**src/axi4_pkg.sv**
```systemverilog
////////////////////
// AXI4 bus types
////////////////////

package axi4_pkg;

	// bus widths
	localparam int AXI_ADDR_W = 32;
	localparam int AXI_DATA_W = 32;
	localparam int AXI_STRB_W = AXI_DATA_W / 8;	// one strobe per byte lane
	localparam int AXI_ID_W   = 8;

	// byte address
	typedef logic [AXI_ADDR_W-1:0] axi_addr_t;

	// one data beat, always full width
	typedef logic [AXI_DATA_W-1:0] axi_data_t;

	typedef logic [AXI_STRB_W-1:0] axi_strb_t;	// byte enables
	typedef logic [AXI_ID_W-1:0]   axi_id_t;	// transaction id
	typedef logic [1:0]            axi_resp_t;	// BRESP / RRESP

	// response codes
	localparam axi_resp_t RESP_OKAY   = 2'b00;
	localparam axi_resp_t RESP_EXOKAY = 2'b01;	// exclusive ok, never requested here
	localparam axi_resp_t RESP_SLVERR = 2'b10;	// slave error
	localparam axi_resp_t RESP_DECERR = 2'b11;	// no slave at address

endpackage

```
**src/biu_pkg.sv**
```systemverilog
////////////////////
// BIU client types
////////////////////

package biu_pkg;

	// client id, must fit in AXI_ID_W
	localparam int CID_W = 4;

	// client side queues
	localparam int QUEUE_DEPTH = 4;
	localparam int QUEUE_AW    = $clog2(QUEUE_DEPTH);

	// incoming B/R beat buffers inside the bus unit
	localparam int INQ_DEPTH = 4;
	localparam int INQ_AW    = $clog2(INQ_DEPTH);

	typedef logic [CID_W-1:0]  cid_t;
	typedef logic [QUEUE_AW:0] qptr_t;	// index plus wrap bit
	typedef logic [INQ_AW:0]   inq_ptr_t;	// index plus wrap bit

	// single-beat write request
	typedef struct packed {
		cid_t                cid;
		axi4_pkg::axi_addr_t addr;
		axi4_pkg::axi_data_t data;
		axi4_pkg::axi_strb_t strb;
	} biu_wr_req_t;

	typedef struct packed {
		cid_t                cid;
		axi4_pkg::axi_addr_t addr;
	} biu_rd_req_t;

	// write completion, tagged with requester
	typedef struct packed {
		cid_t                cid;
		axi4_pkg::axi_resp_t resp;
	} biu_wr_rsp_t;

	typedef struct packed {
		cid_t                cid;
		axi4_pkg::axi_data_t data;
		axi4_pkg::axi_resp_t resp;
	} biu_rd_rsp_t;

endpackage

```
**src/biu_req_fifo.sv**
```systemverilog
////////////////////
// request queue
////////////////////

`timescale 1ns/1ps

module biu_req_fifo #(
	parameter type entry_t = logic
) (
	input  logic   M_AXI4_ACLK,
	input  logic   M_AXI4_ARESETn,
	// client side
	input  logic   push,
	input  entry_t din,
	output logic   full,
	// bus unit side
	input  logic   pop,
	output logic   valid,
	output entry_t dout
);
	import biu_pkg::*;

	entry_t mem [QUEUE_DEPTH];	// entry storage
	qptr_t  wp;			// write pointer
	qptr_t  rp;			// read pointer
	qptr_t  wp_nxt;
	qptr_t  rp_nxt;
	logic   wr_en;
	logic   rd_en;

	// same index, different wrap bit means full
	assign full  = (wp[QUEUE_AW-1:0] == rp[QUEUE_AW-1:0]) && (wp[QUEUE_AW] != rp[QUEUE_AW]);
	assign valid = (wp != rp);
	assign dout  = mem[rp[QUEUE_AW-1:0]];	// head shown ahead of pop

	assign wr_en = push && !full;
	assign rd_en = pop && valid;	// bus unit takes dout on this edge

	assign wp_nxt = wr_en ? wp + qptr_t'(1) : wp;
	assign rp_nxt = rd_en ? rp + qptr_t'(1) : rp;

	always_ff @(posedge M_AXI4_ACLK or negedge M_AXI4_ARESETn)
	begin
		if (!M_AXI4_ARESETn)
		begin
			wp <= '0;
			rp <= '0;
		end
		else
		begin
			wp <= wp_nxt;
			rp <= rp_nxt;
		end
	end

	// storage write
	always_ff @(posedge M_AXI4_ACLK)
	begin
		if (wr_en)
			mem[wp[QUEUE_AW-1:0]] <= din;
	end

endmodule

```
**src/biu_rsp_fifo.sv**
```systemverilog
////////////////////
// response queue
////////////////////

`timescale 1ns/1ps

module biu_rsp_fifo #(
	parameter type entry_t = logic
) (
	input  logic   M_AXI4_ACLK,
	input  logic   M_AXI4_ARESETn,
	// bus unit side, push held until ready
	input  logic   push,
	input  entry_t din,
	output logic   ready,
	// client side
	input  logic   pop,
	output logic   empty,
	output entry_t dout
);
	import biu_pkg::*;

	entry_t mem [QUEUE_DEPTH];
	qptr_t  wp;
	qptr_t  rp;
	logic   full;
	logic   wr_en;
	logic   rd_en;

	assign full  = (wp[QUEUE_AW-1:0] == rp[QUEUE_AW-1:0]) && (wp[QUEUE_AW] != rp[QUEUE_AW]);
	assign empty = (wp == rp);
	assign ready = !full;			// bus unit holds its entry while low
	assign dout  = mem[rp[QUEUE_AW-1:0]];	// head visible while not empty

	assign wr_en = push && ready;
	assign rd_en = pop && !empty;	// stray pop on empty ignored

	always_ff @(posedge M_AXI4_ACLK or negedge M_AXI4_ARESETn)
	begin
		if (!M_AXI4_ARESETn)
		begin
			wp <= '0;
			rp <= '0;
		end
		else
		begin
			if (wr_en)
				wp <= wp + qptr_t'(1);
			if (rd_en)
				rp <= rp + qptr_t'(1);
		end
	end

	always_ff @(posedge M_AXI4_ACLK)
	begin
		if (wr_en)
			mem[wp[QUEUE_AW-1:0]] <= din;
	end

endmodule

```
**src/axi4_master_biu.sv**
```systemverilog
////////////////////
// AXI4 master BIU
////////////////////

`timescale 1ns/1ps

// single-beat, full-width, FIXED burst transactions only
module axi4_master_biu (
	input  logic                  M_AXI4_ACLK,
	input  logic                  M_AXI4_ARESETn,
	// write address channel
	output axi4_pkg::axi_id_t     M_AXI4_AWID,
	output axi4_pkg::axi_addr_t   M_AXI4_AWADDR,
	output logic                  M_AXI4_AWVALID,
	input  logic                  M_AXI4_AWREADY,
	// write data channel
	output axi4_pkg::axi_data_t   M_AXI4_WDATA,
	output axi4_pkg::axi_strb_t   M_AXI4_WSTRB,
	output logic                  M_AXI4_WVALID,
	input  logic                  M_AXI4_WREADY,
	// write response channel
	input  axi4_pkg::axi_id_t     M_AXI4_BID,
	input  axi4_pkg::axi_resp_t   M_AXI4_BRESP,
	input  logic                  M_AXI4_BVALID,
	output logic                  M_AXI4_BREADY,
	// read address channel
	output axi4_pkg::axi_id_t     M_AXI4_ARID,
	output axi4_pkg::axi_addr_t   M_AXI4_ARADDR,
	output logic                  M_AXI4_ARVALID,
	input  logic                  M_AXI4_ARREADY,
	// read data channel
	input  axi4_pkg::axi_id_t     M_AXI4_RID,
	input  axi4_pkg::axi_data_t   M_AXI4_RDATA,
	input  axi4_pkg::axi_resp_t   M_AXI4_RRESP,
	input  logic                  M_AXI4_RLAST,
	input  logic                  M_AXI4_RVALID,
	output logic                  M_AXI4_RREADY,
	// request queues, valid/pop
	input  biu_pkg::biu_wr_req_t  wr_req,
	input  logic                  wr_req_valid,
	output logic                  wr_req_pop,
	input  biu_pkg::biu_rd_req_t  rd_req,
	input  logic                  rd_req_valid,
	output logic                  rd_req_pop,
	// response queues, ready/push
	output biu_pkg::biu_wr_rsp_t  wr_rsp,
	output logic                  wr_rsp_push,
	input  logic                  wr_rsp_ready,
	output biu_pkg::biu_rd_rsp_t  rd_rsp,
	output logic                  rd_rsp_push,
	input  logic                  rd_rsp_ready
);
	import axi4_pkg::*;
	import biu_pkg::*;

	typedef enum logic [1:0] {
		ST_IDLE,	// nothing outstanding
		ST_SEND,	// pop high, head sampled at edge
		ST_WAIT		// VALID up, waiting for ready
	} req_state_t;

	// true once the buffer would hold INQ_DEPTH-1 or more beats
	function automatic logic inq_blocked(inq_ptr_t wp_n, inq_ptr_t rp_n);
		inq_ptr_t used;
		used = wp_n - rp_n;
		return (used >= inq_ptr_t'(INQ_DEPTH - 1));
	endfunction

	req_state_t aw_state;
	req_state_t ar_state;
	logic       aw_done;	// AW side accepted or already gone
	logic       w_done;
	logic       ar_done;

	assign aw_done = !M_AXI4_AWVALID || M_AXI4_AWREADY;
	assign w_done  = !M_AXI4_WVALID || M_AXI4_WREADY;
	assign ar_done = !M_AXI4_ARVALID || M_AXI4_ARREADY;

	// write request machine, AW and W raised together
	always_ff @(posedge M_AXI4_ACLK or negedge M_AXI4_ARESETn)
	begin
		if (!M_AXI4_ARESETn)
		begin
			aw_state       <= ST_IDLE;
			M_AXI4_AWVALID <= 1'b0;
			M_AXI4_WVALID  <= 1'b0;
			wr_req_pop     <= 1'b0;
		end
		else
		begin
			case (aw_state)
				ST_IDLE:
				begin
					if (wr_req_valid)
					begin
						wr_req_pop <= 1'b1;
						aw_state   <= ST_SEND;
					end
				end
				ST_SEND:
				begin
					wr_req_pop     <= 1'b0;	// queue advanced this edge
					M_AXI4_AWVALID <= 1'b1;
					M_AXI4_WVALID  <= 1'b1;
					aw_state       <= ST_WAIT;
				end
				ST_WAIT:
				begin
					if (M_AXI4_AWREADY)
						M_AXI4_AWVALID <= 1'b0;	// lowered on its own handshake
					if (M_AXI4_WREADY)
						M_AXI4_WVALID <= 1'b0;
					if (aw_done && w_done)
					begin
						// both beats gone, chain next request
						wr_req_pop <= wr_req_valid;
						aw_state   <= wr_req_valid ? ST_SEND : ST_IDLE;
					end
				end
				default: aw_state <= ST_IDLE;
			endcase
		end
	end

	// AW/W payload, loaded while popping
	always_ff @(posedge M_AXI4_ACLK)
	begin
		if (aw_state == ST_SEND)
		begin
			M_AXI4_AWID   <= axi_id_t'(wr_req.cid);	// zero-extended client id
			M_AXI4_AWADDR <= wr_req.addr;
			M_AXI4_WDATA  <= wr_req.data;
			M_AXI4_WSTRB  <= wr_req.strb;
		end
	end

	// read request machine
	always_ff @(posedge M_AXI4_ACLK or negedge M_AXI4_ARESETn)
	begin
		if (!M_AXI4_ARESETn)
		begin
			ar_state       <= ST_IDLE;
			M_AXI4_ARVALID <= 1'b0;
			rd_req_pop     <= 1'b0;
		end
		else
		begin
			case (ar_state)
				ST_IDLE:
				begin
					if (rd_req_valid)
					begin
						rd_req_pop <= 1'b1;
						ar_state   <= ST_SEND;
					end
				end
				ST_SEND:
				begin
					rd_req_pop     <= 1'b0;
					M_AXI4_ARVALID <= 1'b1;
					ar_state       <= ST_WAIT;
				end
				ST_WAIT:
				begin
					if (ar_done)
					begin
						M_AXI4_ARVALID <= 1'b0;
						rd_req_pop     <= rd_req_valid;
						ar_state       <= rd_req_valid ? ST_SEND : ST_IDLE;
					end
				end
				default: ar_state <= ST_IDLE;
			endcase
		end
	end

	always_ff @(posedge M_AXI4_ACLK)
	begin
		if (ar_state == ST_SEND)
		begin
			M_AXI4_ARID   <= axi_id_t'(rd_req.cid);
			M_AXI4_ARADDR <= rd_req.addr;
		end
	end

	// B beat buffer
	biu_wr_rsp_t bfifo [INQ_DEPTH];
	inq_ptr_t    b_wp;
	inq_ptr_t    b_rp;
	inq_ptr_t    b_wp_nxt;
	inq_ptr_t    b_rp_nxt;
	logic        b_block;	// BREADY held low while set
	logic        b_take;
	logic        b_give;

	assign M_AXI4_BREADY = !b_block;
	assign b_take   = M_AXI4_BVALID && M_AXI4_BREADY;	// real handshake only
	assign b_give   = (b_wp != b_rp) && wr_rsp_ready;	// output slot free or draining
	assign b_wp_nxt = b_take ? b_wp + inq_ptr_t'(1) : b_wp;
	assign b_rp_nxt = b_give ? b_rp + inq_ptr_t'(1) : b_rp;

	always_ff @(posedge M_AXI4_ACLK or negedge M_AXI4_ARESETn)
	begin
		if (!M_AXI4_ARESETn)
		begin
			b_wp        <= '0;
			b_rp        <= '0;
			b_block     <= 1'b0;
			wr_rsp_push <= 1'b0;
		end
		else
		begin
			b_wp    <= b_wp_nxt;
			b_rp    <= b_rp_nxt;
			b_block <= inq_blocked(b_wp_nxt, b_rp_nxt);	// stays set until drained
			if (b_give)
				wr_rsp_push <= 1'b1;
			else if (wr_rsp_ready)
				wr_rsp_push <= 1'b0;	// last entry taken, nothing new
		end
	end

	always_ff @(posedge M_AXI4_ACLK)
	begin
		if (b_take)
			bfifo[b_wp[INQ_AW-1:0]] <= '{cid: M_AXI4_BID[CID_W-1:0], resp: M_AXI4_BRESP};
		if (b_give)
			wr_rsp <= bfifo[b_rp[INQ_AW-1:0]];	// held while queue not ready
	end

	// R beat buffer
	biu_rd_rsp_t rfifo [INQ_DEPTH];
	inq_ptr_t    r_wp;
	inq_ptr_t    r_rp;
	inq_ptr_t    r_wp_nxt;
	inq_ptr_t    r_rp_nxt;
	logic        r_block;
	logic        r_take;
	logic        r_give;
	axi_resp_t   r_resp;

	assign M_AXI4_RREADY = !r_block;
	assign r_take   = M_AXI4_RVALID && M_AXI4_RREADY;
	assign r_give   = (r_wp != r_rp) && rd_rsp_ready;
	assign r_wp_nxt = r_take ? r_wp + inq_ptr_t'(1) : r_wp;
	assign r_rp_nxt = r_give ? r_rp + inq_ptr_t'(1) : r_rp;
	// single-beat reads, a beat without RLAST is a slave fault
	assign r_resp   = M_AXI4_RLAST ? M_AXI4_RRESP : RESP_SLVERR;

	always_ff @(posedge M_AXI4_ACLK or negedge M_AXI4_ARESETn)
	begin
		if (!M_AXI4_ARESETn)
		begin
			r_wp        <= '0;
			r_rp        <= '0;
			r_block     <= 1'b0;
			rd_rsp_push <= 1'b0;
		end
		else
		begin
			r_wp    <= r_wp_nxt;
			r_rp    <= r_rp_nxt;
			r_block <= inq_blocked(r_wp_nxt, r_rp_nxt);
			if (r_give)
				rd_rsp_push <= 1'b1;
			else if (rd_rsp_ready)
				rd_rsp_push <= 1'b0;
		end
	end

	always_ff @(posedge M_AXI4_ACLK)
	begin
		if (r_take)
			rfifo[r_wp[INQ_AW-1:0]] <= '{cid: M_AXI4_RID[CID_W-1:0],
				data: M_AXI4_RDATA, resp: r_resp};
		if (r_give)
			rd_rsp <= rfifo[r_rp[INQ_AW-1:0]];
	end

endmodule

```
**src/mem_port_top.sv**
```systemverilog
////////////////////
// memory port top
////////////////////

`timescale 1ns/1ps

module mem_port_top (
	input  logic                  M_AXI4_ACLK,
	input  logic                  M_AXI4_ARESETn,
	// AXI4 master
	output axi4_pkg::axi_id_t     M_AXI4_AWID,
	output axi4_pkg::axi_addr_t   M_AXI4_AWADDR,
	output logic                  M_AXI4_AWVALID,
	input  logic                  M_AXI4_AWREADY,
	output axi4_pkg::axi_data_t   M_AXI4_WDATA,
	output axi4_pkg::axi_strb_t   M_AXI4_WSTRB,
	output logic                  M_AXI4_WVALID,
	input  logic                  M_AXI4_WREADY,
	input  axi4_pkg::axi_id_t     M_AXI4_BID,
	input  axi4_pkg::axi_resp_t   M_AXI4_BRESP,
	input  logic                  M_AXI4_BVALID,
	output logic                  M_AXI4_BREADY,
	output axi4_pkg::axi_id_t     M_AXI4_ARID,
	output axi4_pkg::axi_addr_t   M_AXI4_ARADDR,
	output logic                  M_AXI4_ARVALID,
	input  logic                  M_AXI4_ARREADY,
	input  axi4_pkg::axi_id_t     M_AXI4_RID,
	input  axi4_pkg::axi_data_t   M_AXI4_RDATA,
	input  axi4_pkg::axi_resp_t   M_AXI4_RRESP,
	input  logic                  M_AXI4_RLAST,
	input  logic                  M_AXI4_RVALID,
	output logic                  M_AXI4_RREADY,
	// client requests, push/full
	input  logic                  wr_req_push,
	input  biu_pkg::biu_wr_req_t  wr_req,
	output logic                  wr_req_full,
	input  logic                  rd_req_push,
	input  biu_pkg::biu_rd_req_t  rd_req,
	output logic                  rd_req_full,
	// client responses, pop/empty
	input  logic                  wr_rsp_pop,
	output biu_pkg::biu_wr_rsp_t  wr_rsp,
	output logic                  wr_rsp_empty,
	input  logic                  rd_rsp_pop,
	output biu_pkg::biu_rd_rsp_t  rd_rsp,
	output logic                  rd_rsp_empty
);
	import biu_pkg::*;

	biu_wr_req_t wr_head;		// write queue head
	logic        wr_head_valid;
	logic        wr_head_pop;
	biu_rd_req_t rd_head;
	logic        rd_head_valid;
	logic        rd_head_pop;
	biu_wr_rsp_t biu_wr_rsp;	// bus unit to response queue
	logic        biu_wr_push;
	logic        wr_rsp_ready;
	biu_rd_rsp_t biu_rd_rsp;
	logic        biu_rd_push;
	logic        rd_rsp_ready;

	biu_req_fifo #(.entry_t(biu_wr_req_t)) wr_req_q (
		.M_AXI4_ACLK, .M_AXI4_ARESETn,
		.push(wr_req_push), .din(wr_req), .full(wr_req_full),
		.pop(wr_head_pop), .valid(wr_head_valid), .dout(wr_head)
	);

	biu_req_fifo #(.entry_t(biu_rd_req_t)) rd_req_q (
		.M_AXI4_ACLK, .M_AXI4_ARESETn,
		.push(rd_req_push), .din(rd_req), .full(rd_req_full),
		.pop(rd_head_pop), .valid(rd_head_valid), .dout(rd_head)
	);

	biu_rsp_fifo #(.entry_t(biu_wr_rsp_t)) wr_rsp_q (
		.M_AXI4_ACLK, .M_AXI4_ARESETn,
		.push(biu_wr_push), .din(biu_wr_rsp), .ready(wr_rsp_ready),
		.pop(wr_rsp_pop), .empty(wr_rsp_empty), .dout(wr_rsp)
	);

	biu_rsp_fifo #(.entry_t(biu_rd_rsp_t)) rd_rsp_q (
		.M_AXI4_ACLK, .M_AXI4_ARESETn,
		.push(biu_rd_push), .din(biu_rd_rsp), .ready(rd_rsp_ready),
		.pop(rd_rsp_pop), .empty(rd_rsp_empty), .dout(rd_rsp)
	);

	// AXI ports by name, queue links explicit
	axi4_master_biu biu (
		.*,
		.wr_req(wr_head), .wr_req_valid(wr_head_valid), .wr_req_pop(wr_head_pop),
		.rd_req(rd_head), .rd_req_valid(rd_head_valid), .rd_req_pop(rd_head_pop),
		.wr_rsp(biu_wr_rsp), .wr_rsp_push(biu_wr_push), .wr_rsp_ready(wr_rsp_ready),
		.rd_rsp(biu_rd_rsp), .rd_rsp_push(biu_rd_push), .rd_rsp_ready(rd_rsp_ready)
	);

endmodule

```
**config.mk**
```make
export PLATFORM = sky130hd
export DESIGN_NAME = mem_port_top
export DESIGN_NICKNAME = d
export VERILOG_FILES = /design/src/axi4_pkg.sv /design/src/biu_pkg.sv /design/src/biu_req_fifo.sv /design/src/biu_rsp_fifo.sv /design/src/axi4_master_biu.sv /design/src/mem_port_top.sv
export SDC_FILE = /design/constraint.sdc
export NUM_CORES = 1
export LEC_CHECK = 0
export BUFFER_PORTS_ARGS = -buffer_cell sky130_fd_sc_hd__buf_4
export CAP_MARGIN = 5
export CORE_MARGIN = 2
export CORE_UTILIZATION = 50
export DETAILED_ROUTE_END_ITERATION = 10
export GPL_ROUTABILITY_DRIVEN = 0
export PLACE_DENSITY = 0.72
export SETUP_SLACK_MARGIN = 0.3
export SYNTH_ARGS = -nofsm -noshare
export SYNTH_HDL_FRONTEND = slang
export SYNTH_SLANG_ARGS = --single-unit
```
**constraint.sdc**
```tcl
create_clock -name M_AXI4_ACLK -period 5 [get_ports M_AXI4_ACLK]
set_clock_uncertainty 0.15 [all_clocks]
set_input_delay 0.5 -clock M_AXI4_ACLK [delete_from_list [all_inputs] [get_ports M_AXI4_ACLK]]
set_output_delay 0.5 -clock M_AXI4_ACLK [all_outputs]
set_load 0.01 [all_outputs]
```
==> results.json <==
{
  "outcome": "finished clean",
  "rsz0062_at_grt": "no",
  "fmax_mhz": 285,
  "leakagePower_nw": 15.4,
  "crit_fanout": 41,
  "pwr-share-comb_pct": 27.5,
  "p_int_mw": 20.4,
  "cts.sinks": 985,
  "synth_top_flop_cell": "edfxtp_1",
  "route.met3.wl_um": 4040,
  "holdBufCountCts": 153,
  "grt_max_degree": 55,
  "fin_setup_tns_ns": 0,
  "tightest_slew_ns": 1.12,
  "seq_area_frac_synth_pct": 81.4,
  "synth_xor_area_share_pct": 1.36,
  "synth_area_leaders": "edfxtp_1 (78%), mux4_2 (12%), dfrtp_1 (3.4%)",
  "fp.dieH_um": 273,
  "ys_async_sr_fraction_pct": 4.97,
  "cp.arrival_ns": 3.89,
  "synth_most_common_cell": "edfxtp_1",
  "p_switching_mw": 8.49,
  "cts_tree": "built",
  "dr.pass1.iters": 5,
  "cts_buffers": 98,
  "row_count": 98,
  "grt_overflow": 0,
  "finalPower_mw": 28.9,
  "relSlewSlack_pct": 25.1,
  "syn_inst": 1464,
  "slowest_delay_ns": 1.08,
  "clkPwrFrac_pct": 25.1,
  "yosys_register_bits": 985,
  "yosys.area.top_type_share_pct": 78.0,
  "critPathLaunchType": "register",
  "yosysTopAreaCell": "edfxtp_1",
  "path_class": "reg2reg",
  "vias_per_cell": 5.29,
  "ys_warn_count": 0,
  "ys_types": 49,
  "ios": 341,
  "hold_path.startpoint": "M_AXI4_ARREADY",
  "die_area_sq_um": 74300,
  "clock_path_buffers": 3,
  "cp-end-kind": "register",
  "area_delta_synth_final_pct": 23.0,
  "drt_iter0_drc": 1129,
  "initial_core_util_pct": 50.4,
  "antenna_left": 0,
  "vias": 16164,
  "ctsResizeCount": 0,
  "crit_top_cell": "xnor2_1",
  "io_buffers": 324,
  "htreeDepth": 3,
  "min_path_cells": 3,
  "switching_share_pct": 29.4,
  "wl_um": 67800,
  "post-dp-hpwl_um": 39800,
  "postLayoutCoreUtil_pct": 62.1,
  "syn_area_sq_um": 36100,
  "syn_area_per_cell_sq_um": 24.6,
  "synth_compound_area_share_pct": 0.580,
  "grt_pass1_wl_um": 104000,
  "synth_mux_area_share_pct": 12.7,
  "grt_pass1_vias": 17756,
  "max_cap_violations": 0,
  "required_ns": 5.38,
  "clock_latency_ns": 0.66,
  "synth-simple-area-share_pct": 1.32,
  "synth_top_family_by_area": "multiplexers",
  "finalNetCount": 2227,
  "power.density_nw_per_um2": 652,
  "die_w_um": 273,
  "rrSetupSlack_ns": 1.49,
  "wl_per_cell_um": 22.2,
  "hold_ws_ns": 0.0597,
  "drive_gt1_share_pct": 35.3,
  "coreArea_sq_um": 71500,
  "synthTopCellsByCount": "edfxtp_1 (936), mux4_2 (196), dfrtp_1 (49), ha_1 (37), xnor2_1 (29)",
  "min_path_type": "in2reg",
  "synthAdderAreaFrac_pct": 1.40,
  "crit_chain": "xnor2_1 > nand3_4 > nand2_2 > xnor2_1 > ha_1 > fa_1 > xnor2_1 > xnor3_1 > a31oi_1 > o22ai_2",
  "antenna_found_initial": 11,
  "cpMaxStageDelayCell": "dfrtp_2",
  "synth_edf_count": 936,
  "finalMaxSlewViolations": 0,
  "seq_power_share_pct": 47.4,
  "dr_wl_met2_um": 35400,
  "gr-usage-all-layers_pct": 18.5,
  "met1_length_um": 26400,
  "rr_endpoint": "biu.r_block",
  "ff2ff_path_depth": 10,
  "nFillCells": 4688,
  "cp_num_buf_inv": 0,
  "maxUsedRoutingLayer": "met5",
  "post-route-period-util_pct": 70.1,
  "post_cts_buffers": 0,
  "hold_viol": 0,
  "cts_root_buf": "clkbuf_16",
  "drc": 0,
  "finalCriticalPeriod_ns": 3.51,
  "ir_worst_vdd_uv": 400,
  "setup_violations": 0,
  "clk_pin_slew_ns": 0.06,
  "hold-path-endpoint": "biu.M_AXI4_ARVALID",
  "crit_family": "flip-flops",
  "rr_startpoint": "rd_rsp_q.rp[1]"
}
placed cells by master, fill, tap and decap left out, types with 4 or more instances in the layout:
master,instances
inv_1,28
xor2_1,7
nand3_1,6
a21oi_1,6
dfrtp_2,6
conb_1,8
clkbuf_1,21
ha_1,37
nor2b_1,7
clkinv_1,13
xnor2_1,29
dlygate4sd3_1,153
and2_1,9
nand2_1,11
clkinv_16,4
buf_4,348
edfxtp_1,936
mux2_1,9
and3_1,5
bufinv_16,9
clkbuf_8,4
a31oi_1,4
mux4_2,196
dfrtp_1,42
and2_4,4
clkbuf_16,99
diode_2,9
nand2_2,4
xnor2_2,5
nor2_1,6
clkinv_2,21
final cells by class:
cell class | instances | area, sq um | share of cell area (%)
sequential | 985 | 29300 | 66.2
timing repair buffer | 501 | 4140 | 9.34
inverter | 28 | 105 | 0.237
multi-input combinational | 402 | 6300 | 14.2
clock inverter | 56 | 644 | 1.45
antenna | 9 | 22.5 | 0.0508
tap | 950 | 1190 | 2.68
clock buffer | 124 | 2610 | 5.89
worst max path at each step:
stage,end,startpoint,cells after the start,slack [ns]
5_1_grt,biu.r_block,rd_rsp_q.rp[1],10,1.28
4_1_cts,biu.r_block,rd_rsp_q.rp[1],10,1.43
2_1_floorplan,biu.M_AXI4_AWADDR[0],biu.aw_state[1],1,0.69
3_5_place_dp,biu.r_block,rd_rsp_q.rp[1],10,1.43
6_report,biu.r_block,rd_rsp_q.rp[1],10,1.49
3_3_place_gp,biu.r_block,rd_rsp_q.rp[1],10,1.51
tightest hold or removal path: cells and delay by family:
kind	cells	cell delay, ns
buf+inv	1	0.11
simple gates	1	0.05
compound gates	1	0.12
stage by stage:
| step | instance area [sq um] | setup slack (ns) | instances |
|---|---|---|---|
| after floorplan | 36100 | 0.690 | 1471 |
| after global placement | 39500 | 1.51 | 2713 |
| after detailed placement | 39500 | 1.43 | 2713 |
| after CTS | 44300 | 1.43 | 3046 |
| after global routing | 44400 | 1.28 | 3054 |
| final | 44400 | 1.49 | 3055 |
per-layer routing:
metal  track usage (%)  up-vias
met5                 0        -
met4              6.72        4
met3              4.60      124
met2              32.0      463
met1              22.6     8410
li1                  -     7163
power by group through the flow:
stage | logic [mW] | clock network (mW) | registers (mW)
finish | 7.95 | 7.27 | 13.7
global route | 8.63 | 7.76 | 14.0
CTS | 8.17 | 7.43 | 13.8
detailed placement | 8.03 | 0 | 13.9
global placement | 7.85 | 0 | 13.7
floorplan | 5.17 | 0 | 13.5
cells by family (layout without fill, tap and decap cells):
group | count (synthesis) | count (layout)
xor+xnor | 46 | 46
other cells | 1 | 17
fa+ha+maj | 39 | 39
buf+inv | 84 | 709
flops | 985 | 985
simple gates | 73 | 73
compound gates | 27 | 27
mux | 209 | 209
registers in the layout (all words and copies together), names as in the netlist, 6 cells and up:
register	count
biu.M_AXI4_WDATA	32
wr_rsp_q.mem	24
biu.bfifo	24
rd_rsp_q.mem	152
biu.rfifo	152
wr_req_q.mem	288
biu.rd_rsp	38
biu.M_AXI4_ARADDR	32
rd_req_q.mem	144
biu.wr_rsp	6
biu.M_AXI4_AWADDR	32
No activity file was read; power rests on OpenSTA's default activity.
